File: src/hw/lvda_settings.svh
`ifndef LVDA_SETTINGS_SVH
`define LVDA_SETTINGS_SVH

// Bus and word widths
`define LVDA_ADDR_W 9
`define LVDA_DATA_W 26

// Line counts of the two filtered groups
`define LVDA_DIN_N  24
`define LVDA_INTR_N 7

// Cycles a synchronized level must hold before the filter takes it
`define LVDA_FILTER_LEN 4

// Read side of the PIO address map
`define LVDA_ADR_DISCRETE  9'h010
`define LVDA_ADR_INTR_STAT 9'h011
`define LVDA_ADR_BUFFER    9'h012

// Write side of the PIO address map
`define LVDA_ADR_BUFFER_WR 9'h020
`define LVDA_ADR_INTR_MASK 9'h021
`define LVDA_ADR_INTR_CLR  9'h022

`endif

File: src/hw/lvda_pkg.sv
`include "lvda_settings.svh"

package lvda_pkg;

    // Operation decoded from a PIO address and direction
    typedef enum logic [2:0] {
        OP_NONE,
        OP_RD_DISCRETE,
        OP_RD_INTR,
        OP_RD_BUFFER,
        OP_WR_BUFFER,
        OP_WR_MASK,
        OP_CLR_INTR
    } pio_op_e;

    typedef logic [`LVDA_DATA_W-1:0] pio_word_t;  // PIO data and BRD word

    typedef logic [`LVDA_DIN_N-1:0] din_word_t;

    typedef logic [`LVDA_INTR_N-1:0] intr_word_t;

endpackage

File: src/hw/pio_cmd_if.sv
`timescale 1ns/1ns

interface pio_cmd_if;

    logic                cmd_valid;  // One cycle per accepted command
    lvda_pkg::pio_op_e   cmd_op;
    lvda_pkg::pio_word_t cmd_data;

    modport ctrl (
        output cmd_valid,
        output cmd_op,
        output cmd_data
    );

    modport unit (
        input cmd_valid,
        input cmd_op,
        input cmd_data
    );

endinterface

File: src/hw/buffer_regs.sv
`timescale 1ns/1ns

module buffer_regs (
    input  logic                sim_clk,
    input  logic                rst_n,
    pio_cmd_if.unit             cmd,
    output lvda_pkg::pio_word_t brd,
    output logic                rvalid,
    output lvda_pkg::pio_word_t rdata
);

    logic wr_hit;
    logic rd_hit;

    assign wr_hit = cmd.cmd_valid && (cmd.cmd_op == lvda_pkg::OP_WR_BUFFER);
    assign rd_hit = cmd.cmd_valid && (cmd.cmd_op == lvda_pkg::OP_RD_BUFFER);

    // BRD lines drive straight off this register
    always_ff @(posedge sim_clk or negedge rst_n) begin
        if (!rst_n) begin
            brd    <= '0;
            rvalid <= 1'b0;
        end else begin
            rvalid <= rd_hit;
            if (wr_hit) begin
                brd <= cmd.cmd_data;
            end
        end
    end

    always_ff @(posedge sim_clk) begin
        if (rd_hit) begin
            rdata <= brd;  // Readback of what the processor last wrote
        end
    end

endmodule

File: src/hw/discrete_sampler.sv
`timescale 1ns/1ns

module discrete_sampler (
    input  logic                sim_clk,
    input  logic                rst_n,
    pio_cmd_if.unit             cmd,
    input  lvda_pkg::din_word_t din,
    output logic                rvalid,
    output lvda_pkg::pio_word_t rdata
);

    lvda_pkg::din_word_t snapshot;
    logic                changed;
    logic                rd_hit;

    assign rd_hit = cmd.cmd_valid && (cmd.cmd_op == lvda_pkg::OP_RD_DISCRETE);

    // Snapshot starts at zero to match the filter outputs after reset
    always_ff @(posedge sim_clk or negedge rst_n) begin
        if (!rst_n) begin
            rvalid   <= 1'b0;
            snapshot <= '0;
            changed  <= 1'b0;
        end else begin
            rvalid <= rd_hit;
            if (rd_hit) begin
                snapshot <= din;
                changed  <= 1'b0;
            end else if (din != snapshot) begin
                changed <= 1'b1;  // Sticky until the next discrete read
            end
        end
    end

    // Bit 24 flags a change since the last discrete read
    always_ff @(posedge sim_clk) begin
        if (rd_hit) begin
            rdata <= {1'b0, changed | (din != snapshot), din};
        end
    end

endmodule

File: src/hw/interrupt_proc.sv
`timescale 1ns/1ns
`include "lvda_settings.svh"

module interrupt_proc (
    input  logic                 sim_clk,
    input  logic                 rst_n,
    pio_cmd_if.unit              cmd,
    input  lvda_pkg::intr_word_t intr,
    output logic                 rvalid,
    output lvda_pkg::pio_word_t  rdata,
    output logic                 intc
);

    lvda_pkg::intr_word_t intr_q;
    lvda_pkg::intr_word_t rise;
    lvda_pkg::intr_word_t pending;
    lvda_pkg::intr_word_t mask;
    lvda_pkg::intr_word_t clr;
    logic                 rd_hit;
    logic                 mask_hit;

    assign rd_hit   = cmd.cmd_valid && (cmd.cmd_op == lvda_pkg::OP_RD_INTR);
    assign mask_hit = cmd.cmd_valid && (cmd.cmd_op == lvda_pkg::OP_WR_MASK);

    assign rise = intr & ~intr_q;

    // Write-one-to-clear bits taken from the command word
    always_comb begin
        clr = '0;
        if (cmd.cmd_valid && (cmd.cmd_op == lvda_pkg::OP_CLR_INTR)) begin
            clr = cmd.cmd_data[`LVDA_INTR_N-1:0];
        end
    end

    always_ff @(posedge sim_clk or negedge rst_n) begin
        if (!rst_n) begin
            intr_q  <= '0;
            pending <= '0;
            mask    <= '0;
            intc    <= 1'b0;
            rvalid  <= 1'b0;
        end else begin
            intr_q  <= intr;
            pending <= (pending & ~clr) | rise;  // A new edge beats a clear
            intc    <= |(pending & mask);
            rvalid  <= rd_hit;
            if (mask_hit) begin
                mask <= cmd.cmd_data[`LVDA_INTR_N-1:0];
            end
        end
    end

    // Status word is pending in the low bits and the mask above it
    always_ff @(posedge sim_clk) begin
        if (rd_hit) begin
            rdata <= {{(`LVDA_DATA_W - 2 * `LVDA_INTR_N){1'b0}}, mask, pending};
        end
    end

    // The computer flag stays low while the mask sits at zero
    assert property (@(posedge sim_clk) disable iff (!rst_n)
        ((mask == '0) && $stable(mask)) |-> !intc);

endmodule

File: src/hw/lvda_core.sv
`timescale 1ns/1ns
`include "lvda_settings.svh"

module lvda_core (
    input  logic                    sim_clk,
    input  logic                    rst_n,
    input  logic                    pio_strobe,
    input  logic                    pio_write,
    input  logic [`LVDA_ADDR_W-1:0] pio_addr,
    input  lvda_pkg::pio_word_t     pio_wdata,
    input  lvda_pkg::din_word_t     din_raw,
    input  lvda_pkg::intr_word_t    intr_raw,
    output logic                    rd_valid,
    output lvda_pkg::pio_word_t     rd_data,
    output lvda_pkg::pio_word_t     brd,
    output logic                    intc
);

    lvda_pkg::din_word_t  din_clean;
    lvda_pkg::intr_word_t intr_clean;

    logic                disc_rvalid;
    lvda_pkg::pio_word_t disc_rdata;
    logic                intr_rvalid;
    lvda_pkg::pio_word_t intr_rdata;
    logic                buf_rvalid;
    lvda_pkg::pio_word_t buf_rdata;

    pio_cmd_if cmd_bus ();

    // Transient protection on the discrete and interrupt lines
    transient_filter #(
        .WIDTH(`LVDA_DIN_N)
    ) u_din_filter (
        .sim_clk(sim_clk),
        .rst_n  (rst_n),
        .raw    (din_raw),
        .clean  (din_clean)
    );

    transient_filter #(
        .WIDTH(`LVDA_INTR_N)
    ) u_intr_filter (
        .sim_clk(sim_clk),
        .rst_n  (rst_n),
        .raw    (intr_raw),
        .clean  (intr_clean)
    );

    pio_controller u_pio_controller (
        .sim_clk    (sim_clk),
        .rst_n      (rst_n),
        .pio_strobe (pio_strobe),
        .pio_write  (pio_write),
        .pio_addr   (pio_addr),
        .pio_wdata  (pio_wdata),
        .cmd        (cmd_bus.ctrl),
        .disc_rvalid(disc_rvalid),
        .disc_rdata (disc_rdata),
        .intr_rvalid(intr_rvalid),
        .intr_rdata (intr_rdata),
        .buf_rvalid (buf_rvalid),
        .buf_rdata  (buf_rdata),
        .rd_valid   (rd_valid),
        .rd_data    (rd_data)
    );

    discrete_sampler u_discrete_sampler (
        .sim_clk(sim_clk),
        .rst_n  (rst_n),
        .cmd    (cmd_bus.unit),
        .din    (din_clean),
        .rvalid (disc_rvalid),
        .rdata  (disc_rdata)
    );

    interrupt_proc u_interrupt_proc (
        .sim_clk(sim_clk),
        .rst_n  (rst_n),
        .cmd    (cmd_bus.unit),
        .intr   (intr_clean),
        .rvalid (intr_rvalid),
        .rdata  (intr_rdata),
        .intc   (intc)
    );

    buffer_regs u_buffer_regs (
        .sim_clk(sim_clk),
        .rst_n  (rst_n),
        .cmd    (cmd_bus.unit),
        .brd    (brd),
        .rvalid (buf_rvalid),
        .rdata  (buf_rdata)
    );

endmodule

File: src/hw/pio_controller.sv
`timescale 1ns/1ns
`include "lvda_settings.svh"

module pio_controller (
    input  logic                    sim_clk,
    input  logic                    rst_n,
    input  logic                    pio_strobe,
    input  logic                    pio_write,
    input  logic [`LVDA_ADDR_W-1:0] pio_addr,
    input  lvda_pkg::pio_word_t     pio_wdata,
    pio_cmd_if.ctrl                 cmd,
    input  logic                    disc_rvalid,
    input  lvda_pkg::pio_word_t     disc_rdata,
    input  logic                    intr_rvalid,
    input  lvda_pkg::pio_word_t     intr_rdata,
    input  logic                    buf_rvalid,
    input  lvda_pkg::pio_word_t     buf_rdata,
    output logic                    rd_valid,
    output lvda_pkg::pio_word_t     rd_data
);

    logic                    strb_q;
    logic                    write_q;
    logic [`LVDA_ADDR_W-1:0] addr_q;
    lvda_pkg::pio_word_t     wdata_q;
    lvda_pkg::pio_op_e       op_dec;

    // First stage holds the raw PIO request
    always_ff @(posedge sim_clk or negedge rst_n) begin
        if (!rst_n) begin
            strb_q <= 1'b0;
        end else begin
            strb_q <= pio_strobe;
        end
    end

    always_ff @(posedge sim_clk) begin
        write_q <= pio_write;
        addr_q  <= pio_addr;
        wdata_q <= pio_wdata;
    end

    // Address map decode, wrong direction falls to OP_NONE
    always_comb begin
        op_dec = lvda_pkg::OP_NONE;
        if (strb_q && !write_q) begin
            case (addr_q)
                `LVDA_ADR_DISCRETE:  op_dec = lvda_pkg::OP_RD_DISCRETE;
                `LVDA_ADR_INTR_STAT: op_dec = lvda_pkg::OP_RD_INTR;
                `LVDA_ADR_BUFFER:    op_dec = lvda_pkg::OP_RD_BUFFER;
                default:             op_dec = lvda_pkg::OP_NONE;
            endcase
        end else if (strb_q) begin
            case (addr_q)
                `LVDA_ADR_BUFFER_WR: op_dec = lvda_pkg::OP_WR_BUFFER;
                `LVDA_ADR_INTR_MASK: op_dec = lvda_pkg::OP_WR_MASK;
                `LVDA_ADR_INTR_CLR:  op_dec = lvda_pkg::OP_CLR_INTR;
                default:             op_dec = lvda_pkg::OP_NONE;
            endcase
        end
    end

    // Second stage issues the decoded command to the units
    always_ff @(posedge sim_clk or negedge rst_n) begin
        if (!rst_n) begin
            cmd.cmd_valid <= 1'b0;
            cmd.cmd_op    <= lvda_pkg::OP_NONE;
        end else begin
            cmd.cmd_valid <= (op_dec != lvda_pkg::OP_NONE);
            cmd.cmd_op    <= op_dec;
        end
    end

    always_ff @(posedge sim_clk) begin
        cmd.cmd_data <= wdata_q;
    end

    // Reply stage merges whichever unit answered
    always_ff @(posedge sim_clk or negedge rst_n) begin
        if (!rst_n) begin
            rd_valid <= 1'b0;
        end else begin
            rd_valid <= disc_rvalid | intr_rvalid | buf_rvalid;
        end
    end

    always_ff @(posedge sim_clk) begin
        rd_data <= ({`LVDA_DATA_W{disc_rvalid}} & disc_rdata)
                 | ({`LVDA_DATA_W{intr_rvalid}} & intr_rdata)
                 | ({`LVDA_DATA_W{buf_rvalid}}  & buf_rdata);
    end

    // Units must never answer together or the merge would corrupt the reply
    assert property (@(posedge sim_clk) disable iff (!rst_n)
        $onehot0({disc_rvalid, intr_rvalid, buf_rvalid}));

endmodule

File: src/hw/transient_filter.sv
`timescale 1ns/1ns
`include "lvda_settings.svh"

module transient_filter #(
    parameter int WIDTH = 8
) (
    input  logic             sim_clk,
    input  logic             rst_n,
    input  logic [WIDTH-1:0] raw,
    output logic [WIDTH-1:0] clean
);

    localparam int CNT_W = $clog2(`LVDA_FILTER_LEN + 1);
    localparam logic [CNT_W-1:0] CNT_LAST = CNT_W'(`LVDA_FILTER_LEN - 1);

    logic [WIDTH-1:0] sync_a;
    logic [WIDTH-1:0] sync_b;
    logic [CNT_W-1:0] cnt [WIDTH];

    // Two-flop synchronizer on every raw line
    always_ff @(posedge sim_clk or negedge rst_n) begin
        if (!rst_n) begin
            sync_a <= '0;
            sync_b <= '0;
        end else begin
            sync_a <= raw;
            sync_b <= sync_a;
        end
    end

    // A line's clean level moves only after the new level has held long enough
    always_ff @(posedge sim_clk or negedge rst_n) begin
        if (!rst_n) begin
            clean <= '0;
            for (int i = 0; i < WIDTH; i++) begin
                cnt[i] <= '0;
            end
        end else begin
            for (int i = 0; i < WIDTH; i++) begin
                if (sync_b[i] != clean[i]) begin
                    if (cnt[i] == CNT_LAST) begin
                        clean[i] <= sync_b[i];  // Level held for the full window
                        cnt[i]   <= '0;
                    end else begin
                        cnt[i] <= cnt[i] + 1'b1;
                    end
                end else begin
                    cnt[i] <= '0;  // Glitch ended early so start over
                end
            end
        end
    end

endmodule

File: config.mk
export PLATFORM = sky130hd
export DESIGN_NAME = lvda_core
export DESIGN_NICKNAME = d
export VERILOG_FILES = /design/src/hw/lvda_pkg.sv /design/src/hw/pio_cmd_if.sv /design/src/hw/buffer_regs.sv /design/src/hw/discrete_sampler.sv /design/src/hw/interrupt_proc.sv /design/src/hw/lvda_core.sv /design/src/hw/pio_controller.sv /design/src/hw/transient_filter.sv
export VERILOG_INCLUDE_DIRS = /design/src /design/src/hw
export SDC_FILE = /design/constraint.sdc
export NUM_CORES = 1
export LEC_CHECK = 0
export BUFFER_PORTS_ARGS = -buffer_cell sky130_fd_sc_hd__buf_4
export CORE_UTILIZATION = 55
export CTS_BUF_LIST = sky130_fd_sc_hd__clkbuf_4 sky130_fd_sc_hd__clkbuf_8
export CTS_CLUSTER_SIZE = 20
export DETAILED_ROUTE_END_ITERATION = 7
export PLACE_DENSITY_LB_ADDON = 0.3
export REMOVE_ABC_BUFFERS = 1
export SYNTH_ARGS = -nofsm -noshare
export SYNTH_HDL_FRONTEND = slang
export SYNTH_SLANG_ARGS = --single-unit
File: constraint.sdc
create_clock -name sim_clk -period 1.6 [get_ports sim_clk]
set_input_delay 0.4 -clock sim_clk [delete_from_list [all_inputs] [get_ports sim_clk]]
set_output_delay 0.4 -clock sim_clk [all_outputs]
set_load 0.02 [all_outputs]
Word level (Yosys, flattened, before mapping)
Index checks and enable logic that the tools add are counted.
Widths: inputs -> output; s select.
- $add $sub $neg: 31
- multipliers: 0
- div/mod/pow operators: 0
- order comparisons: 0
- equal/unequal tests: 75
- shift operators: 0
- muxes and demuxes: 69
- bitwise gates (word level): 14
- reduce and logical (&&, ||, !) cells: 42
- operators by type and width (operator ; number):
    $mux 3 ; 64
    $eq 3x2->1 const B ; 33
    $add 3x1->3 const B ; 31
    $reduce_and 2->1 ; 31
    $or 26x26->26 ; 2
    $ne 1x1->1 ; 31
    $eq 9x5->1 const B ; 3
    $eq 9x6->1 const B ; 3
    $and 26x14->26 ; 1
    $and 26x25->26 ; 1
    $and 26x26->26 ; 1
    $ne 24x24->1 ; 1
    $and 7x7->7 ; 3
    $not 7->7 ; 2
    $eq 3x3->1 const B ; 3
    $pmux 3 s3 ; 1
    $logic_and 1x1->1 ; 7
    $mux 7 ; 1
    $or 7x7->7 ; 1
    $reduce_or 7->1 ; 1
    $pmux 2 s3 ; 1
    $eq 3x1->1 const B ; 1
    $or 1x1->1 ; 3
    $reduce_bool 3->1 ; 1
    3 further kinds ; 4
- bits in registers: 421
- bits in latches: 0
- memory bits (writable): 0
- ROM bits: 0
- word-level logic and storage cells: 319
- memories kept: 0

Longest topological paths before layout
Gate-level depths: netlist of run 1.
- word-level depth: 6
- depth in mapped cells: 5

By module
Synthesis of run 1 repeated with hierarchy kept, for this count alone.
- cells, all modules: 867
- area total of the unflattened synthesis: 14615.3 µm²
- by module, submodules not included (module ; instances ; cells each ; area an instance (µm²)):
    transient_filter (u_din_filter) ; 1 ; 312 ; 5187.5
    pio_controller ; 1 ; 171 ; 2467.4
    discrete_sampler ; 1 ; 116 ; 2088.3
    buffer_regs ; 1 ; 84 ; 1899.3
    transient_filter (u_intr_filter) ; 1 ; 91 ; 1515.2
    interrupt_proc ; 1 ; 93 ; 1457.6

Worst setup path after synthesis of run 1
No wires, ideal clock.
- path type: register -> register
- from: register u_pio_controller.cmd.cmd_op[2]
- to: register u_buffer_regs.rdata[0] (enable)
- setup time: 386 ps
- arrival time: 1256 ps
- required time: 1214 ps
- slack: -42 ps
- stages on the path, launching flop included: 3
- path buffers: 0
- period minus slack after synthesis: 1642 ps
- path through: dfrtp_1 > nor2b_1 > and3_1
- longest elaborated chain between the ends: 2
- RTL lines (item ; RTL line ; text):
    start, declared ; pio_cmd_if.sv:11 ; output cmd_op,
    start signal, assigned ; pio_controller.sv:67 ; cmd.cmd_op <= lvda_pkg::OP_NONE;
    start signal, assigned ; pio_controller.sv:70 ; cmd.cmd_op <= op_dec;
    $eq 3x2->1 ; buffer_regs.sv:16 ; assign rd_hit = cmd.cmd_valid && (cmd.cmd_op == lvda_pkg::OP_RD_BUFFER);
    $logic_and 1x1->1 ; buffer_regs.sv:16 ;
    via u_buffer_regs.rd_hit ; buffer_regs.sv:13 ; logic rd_hit;
    end signal, assigned ; buffer_regs.sv:33 ; rdata <= brd;
    end, declared ; buffer_regs.sv:9 ; output lvda_pkg::pio_word_t rdata
The timed path passes the listed nets, and every way through them passes these cells.
A chain may end at the register's enable or synchronous reset.

Worst setup path in the final report of run 1
- from: register u_buffer_regs.brd[8]
- to: output brd[8]
- RTL lines (item ; RTL line ; text):
    start, declared ; buffer_regs.sv:7 ; output lvda_pkg::pio_word_t brd,
    start signal, assigned ; buffer_regs.sv:26 ; brd <= cmd.cmd_data;
    end, declared ; lvda_core.sv:15 ; output lvda_pkg::pio_word_t brd,
No word-level cell between the ends.

==> impl_metrics.csv, run 1 <==
group,metric,value,unit
run_status,status,"finished clean",
pwr,peakVddDrop,1.09,mV
critical_path,critPathLaunchType,"flip-flop",
sta,slew_violations,0,
global_routing,track_usage,20.1,%
sta,final_hold_viol_count,0,
sta,rsz0062_at_grt,"false",
floorplan,core,0.0246,mm²
clocking,cts_root_buffer,"clkbuf_8",
synthesis,synth_top_flop_cell,"dfrtp_1",
synthesis,syn_area_per_cell,16.8,µm²
clocking,h-tree-depth,3,
critical_path,reg2reg_to,"u_discrete_sampler.snapshot[23]$_DFFE_PN0P_",
synthesis,yosysSeqAreaShare,74.6,%
routing,ant_nets,0,
routing,drc,0,
global_routing,grt_pass1_wl,40400,µm
placed_design,gp_congestion,0.714,
synthesis,yosysWarnings,0,
placed_design,postPlaceCellArea,0.0155,mm²
routing,drt-pass1-iter-count,5,
critical_path,crit_slowest_cell,"dfrtp_1",
routing,wl_per_cell,16.8,µm
critical_path,cp_top_family,"flip-flops",
critical_path,critical_path_buf_inv_count,1,
sta,max_slew_margin,58.2,%
synthesis,synth_most_common_cell,"dfrtp_1",
layout,n_fill_cell,1557,
critical_path,crit_path_end,"brd[8]",
critical_path,reg2reg_slack,0.07,ns
pwr,total_leakage_power,8.00,nW
synthesis,synth_common_cells,"268 x dfrtp_1, 88 x dfxtp_1, 68 x mux2_2",
critical_path,critical_path.max_stage_delay,0.41,ns
routing,dr_total_vias,7436,
layout,fin_nets,1207,
critical_path,startpoint,"u_buffer_regs.brd[8]$_DFFE_PN0P_",
sta,fmax,0.648,GHz
critical_path,end_kind,"output port",
floorplan,die_h,161,µm
hold_path,min_path_type,"input port to asynchronous set/reset pin",
layout,drive_gt1_share,31.2,%
flow_run,cap_viol_max_count,0,
critical_path,crit_path_max_fanout,3,
pwr,power_density,1450,mW/mm²
floorplan,fp-row-count,57,
global_routing,grt_max_degree,71,
routing,wirelength,24900,µm
layout,final_cells,1482,
routing,drt_iter0_drc,404,
synthesis,synth.distinct_cells,37,
critical_path,crit_cells,1,
global_routing,overflow,0,
critical_path,r2r_start,"u_pio_controller.cmd.cmd_op[2]$_DFF_PN0_",
placed_design,io_buffers,123,
critical_path,path_class,"flip-flop to output port",
floorplan,fp.dieW,161,µm
synthesis,synth_edf_count,65,
placed_design,placedCellCount,1291,
synthesis,synth_area,0.0140,mm²
clocking,cts_sinks,421,
critical_path,worstPathRequired,1.20,ns
pwr,p_total,25.5,mW
synthesis,yosys-top-cells-area,"dfrtp_1 48%, edfxtp_1 14%, dfxtp_1 13%, mux2_2 5.5%, xnor2_1 3.4%",
synthesis,synthArstFlopShare,63.7,%
synthesis,netlist_instances,832,
clocking,clk_path_buf_depth,3,
synthesis,ys_seq_elements,421,
sta,finClkSkew,0.0223,ns
layout,syn2layout_area_growth,26.0,%
synthesis,synth_top_area_share,48.0,%
sta,fin_crit,1.54,ns
placed_design,dp_hpwl,15200,µm
floorplan,dieArea,0.0260,mm²
sta,tightest_slew,0.628,ns
routing,vias_per_cell,5.02,
critical_path,reg2reg_depth,4,
critical_path,worstPathCellList,"buf_4",
global_routing,antenna_found_initial,0,
clocking,clk_latency,0.56,ns
sta,setup_violations,0,
clocking,cts_made_buffers,67,
floorplan,top_level_ports,124,
critical_path,cp.arrival,1.14,ns
synthesis,yosysTopAreaCell,"dfrtp_1",
clocking,cts_tree,"built",
sta,finalCritPeriodShare,96.5,%
layout,design_area,0.0176,mm²
global_routing,grt_pass1_vias,8049,
floorplan,start_util,56.8,%
clocking,clk_pin_slew,0.07,ns
layout,antenna_cells,0,
## placed cells by master, fill, tap and decap left out, types with 5 or more instances in the layout
cell type,n
a222oi_1,15
a22o_1,18
and3b_1,20
buf_12,7
buf_4,139
clkbuf_4,33
clkbuf_8,75
clkinv_2,9
dfrtp_1,268
dfxtp_1,88
dlygate4sd3_1,69
edfxtp_1,65
ha_1,31
inv_1,22
mux2_2,66
mux2_4,20
nand2_1,10
nand2b_1,21
nand4_1,5
nor2_1,6
nor2b_1,22
nor3_1,12
nor3b_1,51
xnor2_1,54
## stage by stage
step	util, %	TNS, ns	worst slack [ns]	hold slack [ns]
floorplan	-	-48.53	-0.992	0.104
global placement	63.0	0	0.0816	0.247
detailed placement	63.0	0	0.0374	0.245
CTS	71.4	0	0.0215	0.239
global route	71.5	0	0.00568	0.242
finish	71.5	0	0.0556	0.262
## metal layers
metal  vias to the layer above  track usage [%]  wire length (µm)
met3                        50             4.88              1380
met5                         -                0                 0
li1                       3507                -                 -
met2                       173             32.5             12300
met1                      3706             26.3             10600
met4                         0             8.32               616
## logic make-up after synthesis
| logic type | after synthesis | share of synthesized area [%] |
|---|---|---|
| DFF | 421 | 74.6 |
| and+or+nand+nor | 163 | 7.87 |
| muxes | 88 | 7.58 |
| xor gates and xnor gates | 55 | 3.45 |
| AOI/OAI and AO/OA | 40 | 2.55 |
| buffers and inverters | 34 | 1.18 |
| adders and majority gates | 31 | 2.78 |
## registers in the layout (all words and copies together) (netlist names), 25 cells and up
register and flops:
u_pio_controller.wdata_q 26, u_din_filter.cnt 72, u_discrete_sampler.rdata 25, u_buffer_regs.rdata 26, u_buffer_regs.brd 26, u_pio_controller.rd_data 26
u_pio_controller.cmd.cmd_data 26
## how the worst min path moves through the flow
stage | startpoint | endpoint | slack (ns)
global placement | rst_n | u_discrete_sampler.snapshot[19]$_DFFE_PN0P_ | 0.25
finish | rst_n | u_discrete_sampler.snapshot[18]$_DFFE_PN0P_ | 0.26
global route | rst_n | u_din_filter.cnt[63]$_DFF_PN0_ | 0.24
floorplan | rst_n | u_buffer_regs.brd[0]$_DFFE_PN0P_ | 0.10
detailed placement | rst_n | u_din_filter.clean[19]$_DFFE_PN0P_ | 0.25
CTS | rst_n | u_din_filter.cnt[65]$_DFF_PN0_ | 0.24
## final cells by class
type	count	area (µm²)	share of cell area, %
repair buffers	217	1910	10.9
well taps	324	405	2.30
clock inverters	13	93.8	0.533
inverters	22	82.6	0.469
multi-input cells	377	3400	19.3
flip-flops and latches	421	10400	59.2
clock buffers	108	1280	7.27
## power breakdown
group          switching, mW  internal (mW)  total, mW
sequential              1.02           12.2       13.2
combinational           1.30           1.80       3.11
clock                   3.90           5.23       9.13
## what timing repair did
| action | in CTS | in global routing |
|---|---|---|
| hold buffers | 69 | 0 |
| setup endpoints to repair | 0 | 18 |
| hold endpoints to repair | 290 | 0 |
| setup buffers | 0 | 0 |
| gates resized for setup | 0 | 4 |
No activity file was read; power rests on OpenSTA's default activity.
==> run 2, diff against run 1 <==
CORE_UTILIZATION = 52   (was 55)
==> run 2 against run 1 <==
Against the previous run: the flow now finishes with violations (design-rule violations); largest power group unchanged; sequential share of layout area shrank 0.28 points; non-clock buffer count grew 1; clock skew shrank 0.0047 ns.
==> impl_metrics.csv, run 2 (synthesis results as in run 1) <==
group,metric,value,unit
run_status,status,"finished, violations left",
run_status,violations,"design-rule violations",
critical_path,reg2reg_slack,0.05,ns
global_routing,grt_pass1_wl,41600,µm
global_routing,overflow,0,
floorplan,core,0.0262,mm²
placed_design,pre_cts_slack,0.0391,ns
layout,syn2layout_area_growth,26.6,%
sta,finalCritPeriodShare,97.3,%
layout,layout_common_cells,"268 x dfrtp_1, 138 x buf_4, 88 x dfxtp_1",
placed_design,dp_hpwl,15400,µm
critical_path,worstPathCellList,"buf_4",
clocking,cts_sinks,421,
routing,wirelength,24900,µm
layout,n_fill_cell,1775,
routing,wl_per_cell,16.6,µm
routing,dr_total_vias,7427,
layout,ff_latch_area,0.0104,mm²
pwr,p_total,25.9,mW
floorplan,dieArea,0.0275,mm²
global_routing,antenna_found_initial,0,
pwr,peakVddDrop,1.10,mV
placed_design,gp_congestion,0.715,
floorplan,fp.dieW,166,µm
sta,holdWs,0.318,ns
clocking,cts_made_buffers,67,
sta,max_slew_margin,59.0,%
sta,slew_violations,0,
clocking,cts_tree,"built",
global_routing,grt_max_degree,62,
clocking,cts_root_buffer,"clkbuf_8",
layout,fin_util,67.5,%
critical_path,crit_path_max_fanout,3,
routing,ant_nets,0,
routing,vias_per_cell,4.97,
routing,drt_iter0_drc,415,
critical_path,r2r_start,"u_discrete_sampler.rvalid$_DFF_PN0_",
critical_path,path_class,"flip-flop to output port",
pwr,total_leakage_power,8.04,nW
sta,fin_setup_tns,0,ns
hold_path,min_path_type,"input port to asynchronous set/reset pin",
clocking,clk_latency,0.56,ns
floorplan,fp-row-count,59,
clocking,h-tree-depth,3,
floorplan,start_util,53.3,%
sta,layout_setup_ws,0.0433,ns
layout,fin_nets,1208,
sta,final_hold_viol_count,0,
sta,fmax,0.642,GHz
critical_path,worstPathRequired,1.20,ns
pwr,power_density,1460,mW/mm²
critical_path,reg2reg_to,"u_pio_controller.rd_data[12]$_DFF_P_",
routing,drt-pass1-iter-count,6,
routing,drc,6,
floorplan,die_h,166,µm
flow_run,cap_viol_max_count,0,
sta,fin_crit,1.56,ns
layout,multi_input_area,0.00339,mm²
clocking,clk_pin_slew,0.07,ns
critical_path,end_kind,"output port",
critical_path,cp_top_family,"flip-flops",
critical_path,crit_slowest_cell,"dfrtp_1",
critical_path,cp.arrival,1.16,ns
critical_path,critical_path_buf_inv_count,1,
sta,tightest_slew,0.615,ns
critical_path,critical_path.max_stage_delay,0.42,ns
sta,setup_violations,0,
global_routing,track_usage,19.2,%
layout,layout_commonest_cell,"dfrtp_1",
critical_path,reg2reg_depth,3,
placed_design,io_buffers,123,
critical_path,critPathLaunchType,"flip-flop",
layout,largest_register_ff_count,72,
sta,finClkSkew,0.0175,ns
layout,drive_gt1_share,31.1,%
layout,largest-register,"u_din_filter.cnt",
layout,antenna_cells,0,
global_routing,grt_pass1_vias,8101,
clocking,clk_path_buf_depth,3,
floorplan,top_level_ports,124,
[run 2: metrics by stage]
stage,instance area (µm²),cells
detailed placement,15500,1301
global placement,15500,1301
floorplan,13900,820
global route,17700,1494
finish,17700,1494
CTS,17600,1491
[run 2: final cells by class]
type | count | share of cell area (%)
Clock buffer | 112 | 7.55
Clock inverter | 9 | 0.545
Inverter | 22 | 0.467
Multi-Input combinational cell | 377 | 19.2
Sequential cell | 421 | 58.9
Tap cell | 335 | 2.37
Timing Repair Buffer | 218 | 11.0
[run 2: repair_timing]
| action | CTS | global route |
|---|---|---|
| endpoints found under the setup margin | 0 | 7 |
| setup buffers | 0 | 2 |
| hold buffers | 69 | 0 |
| hold endpoints to repair | 97 | 0 |
| gates resized for setup | 0 | 2 |
[run 2: where the power goes]
part	internal [mW]	switching, mW	total (mW)
logic	1.85	1.34	3.19
clock network	5.58	3.93	9.51
registers	12.2	0.967	13.2
[run 2: per-layer routing]
metal  wire length (µm)  GRT usage, %  part of all wire, %  vias to the layer above
met5                  0             0                    0                        -
met4                755          8.53                  3.0                        0
li1                   -             -                    -                     3500
met1              10900          25.1                   44                     3681
met2              11900          30.9                   48                      182
met3               1300          4.50                  5.2                       64
[run 2: how the worst max path moves through the flow]
stage	depth (start not counted)	end	from	slack (ns)
final	1	brd[6]	u_buffer_regs.brd[6]$_DFFE_PN0P_	0.04
after floorplan	3	u_discrete_sampler.snapshot[0]$_DFFE_PN0P_	u_pio_controller.cmd.cmd_op[2]$_DFF_PN0_	-0.99
after global routing	1	brd[6]	u_buffer_regs.brd[6]$_DFFE_PN0P_	-0.001
after detailed placement	4	u_discrete_sampler.snapshot[1]$_DFFE_PN0P_	u_pio_controller.cmd.cmd_op[2]$_DFF_PN0_	0.04
after global placement	4	u_discrete_sampler.snapshot[3]$_DFFE_PN0P_	u_pio_controller.cmd.cmd_op[2]$_DFF_PN0_	0.1
after CTS	1	brd[24]	u_buffer_regs.brd[24]$_DFFE_PN0P_	0.0005
==> run 3, diff against run 2 <==
CTS_BUF_LIST = sky130_fd_sc_hd__clkbuf_8   (was sky130_fd_sc_hd__clkbuf_4 sky130_fd_sc_hd__clkbuf_8)
REMOVE_ABC_BUFFERS = unset   (was 1)
==> run 3 against run 2 <==
Against the previous run: the flow still finishes with violations (design-rule violations); flip-flop and latch count unchanged; non-clock buffer count rose by 15; combinational power increased by 6%; via count is 0.90% higher; maximum frequency decreased by 0.51%; utilization grew 0.14 points; hold slack got worse by 0.0063 ns; clock power decreased by 7.6%; sequential share of layout area decreased by 0.11 points; highest routed layer unchanged.
==> impl_metrics.csv, run 3 (synthesis results as in run 1) <==
group,metric,value,unit
hold_path,hold_path.startpoint,"u_pio_controller.wdata_q[22]$_DFF_P_",
sta,final_hold_viol_count,0,
routing,drt_iter0_drc,359,
routing,drt-pass1-iter-count,7,
floorplan,die_h,166,µm
global_routing,grt_pass1_wl,41200,µm
routing,wl_per_cell,16.6,µm
global_routing,track_usage,19.2,%
layout,layout_commonest_cell,"dfrtp_1",
critical_path,r2r_start,"u_pio_controller.cmd.cmd_op[2]$_DFF_PN0_",
layout,syn2layout_area_growth,26.8,%
floorplan,start_util,53.3,%
pwr,p_total,25.3,mW
global_routing,antenna_found_initial,0,
global_routing,overflow,0,
critical_path,crit_path_max_fanout,3,
layout,design_area,0.0177,mm²
sta,max_slew_margin,61.4,%
clocking,cts_tree,"built",
layout,fin_nets,1222,
critical_path,worstPathRequired,1.20,ns
sta,fmax,0.639,GHz
pwr,total_leakage_power,8.14,nW
critical_path,end_kind,"output port",
placed_design,io_buffers,123,
critical_path,worstPathCellList,"buf_6",
floorplan,core,0.0262,mm²
floorplan,fp-row-count,59,
placed_design,dp_hpwl,16000,µm
critical_path,critPathLaunchType,"flip-flop",
routing,drc,9,
sta,finClkSkew,0.0259,ns
clocking,h-tree-depth,3,
critical_path,reg2reg_slack,0.09,ns
sta,finalCritPeriodShare,97.8,%
clocking,cts_root_buffer,"clkbuf_8",
layout,drive_gt1_share,29.7,%
pwr,power_density,1430,mW/mm²
critical_path,critical_path.max_stage_delay,0.44,ns
layout,antenna_cells,0,
layout,layout_common_cells,"266 x dfrtp_1, 146 x buf_4, 88 x dfxtp_1",
layout,largest_register_ff_count,72,
sta,setup_violations,0,
critical_path,cp.arrival,1.16,ns
critical_path,path_class,"flip-flop to output port",
clocking,cts_sinks,421,
clocking,clk_latency,0.57,ns
sta,fin_crit,1.56,ns
routing,ant_nets,0,
routing,wirelength,25000,µm
floorplan,fp.dieW,166,µm
synthesis,synth_nets,933,
clocking,cts_made_buffers,66,
sta,holdWs,0.311,ns
hold_path,min_path_type,"flip-flop to flip-flop",
run_status,status,"finished, violations left",
placed_design,placedCellCount,1310,
layout,final_cells,1508,
sta,rsz0062_at_grt,"true",
layout,largest-register,"u_din_filter.cnt",
run_status,violations,"design-rule violations",
floorplan,top_level_ports,124,
sta,slew_violations,0,
global_routing,grt_pass1_vias,8063,
sta,tightest_slew,0.578,ns
placed_design,postPlaceCellArea,0.0156,mm²
routing,dr_total_vias,7494,
critical_path,startpoint,"u_buffer_regs.brd[4]$_DFFE_PN0P_",
layout,fin_util,67.6,%
global_routing,grt_max_degree,53,
clocking,clk_pin_slew,0.07,ns
critical_path,crit_slowest_cell,"dfrtp_1",
pwr,peakVddDrop,0.836,mV
critical_path,critical_path_buf_inv_count,1,
placed_design,gp_congestion,0.742,
floorplan,dieArea,0.0275,mm²
critical_path,cp_top_family,"flip-flops",
clocking,clk_path_buf_depth,3,
routing,vias_per_cell,4.97,
flow_run,cap_viol_max_count,0,
[run 3: cell types whose count changed in the layout (fill, tap and decap cells not counted), sizes merged]
cell	previous run	this run
buf	148	163
bufinv	2	3
clkbuf	113	78
clkinv	6	12
inv	23	50
[run 3: timing repair]
item                                    CTS  global route
resized for setup                         3             7
buffers inserted                          0             8
endpoints found under the setup margin    2            27
hold buffers                             69             0
cloned                                    0             1
hold endpoints to repair                 99             0
pin swaps                                 0             1
[run 3: final timing paths]
check                                                             end  depth (start not counted)
max                                                            brd[4]                          1
min                         u_pio_controller.cmd.cmd_data[22]$_DFF_P_                          0
min in group asynchronous            u_din_filter.sync_a[9]$_DFF_PN0_                          2
min reg2reg                 u_pio_controller.cmd.cmd_data[22]$_DFF_P_                          0
max in group asynchronous        u_interrupt_proc.intr_q[6]$_DFF_PN0_                          3
max reg2reg                u_discrete_sampler.snapshot[3]$_DFFE_PN0P_                          4
[run 3: area by class of cell]
| cell class | instances | area [µm²] |
|---|---|---|
| Sequential cell | 421 | 10400 |
| Fill cell | 1767 | 8490 |
| Timing Repair Buffer | 233 | 2090 |
| Inverter | 22 | 82.6 |
| Tap cell | 335 | 419 |
| Multi-Input combinational cell | 377 | 3390 |
| Clock inverter | 43 | 255 |
| Clock buffer | 77 | 1060 |
[run 3: power by group]
group          internal, mW  switching, mW  total, mW
registers              12.2          0.936       13.1
clock network          4.88           3.91       8.79
logic                  1.94           1.45       3.39
total                  19.0           6.30       25.3
[run 3: layer usage]
metal  share of wire, %  global-route usage, %  vias to the layer above  wire length (µm)
met1                 45                   25.5                     3742             11100
met3                5.1                   5.03                       50              1270
li1                   -                      -                     3527                 -
met2                 48                   30.7                      175             12000
met5                  0                      0                        -                 0
met4                2.3                   6.79                        0               574
[run 3: per-stage QoR]
| step | setup WS, ns | TNS, ns |
|---|---|---|
| after floorplan | 0.0724 | 0 |
| after global placement | 0.0766 | 0 |
| after detailed placement | 0.0600 | 0 |
| after CTS | 0.000176 | 0 |
| after global routing | -0.0282 | -0.0354 |
| final | 0.0353 | 0 |
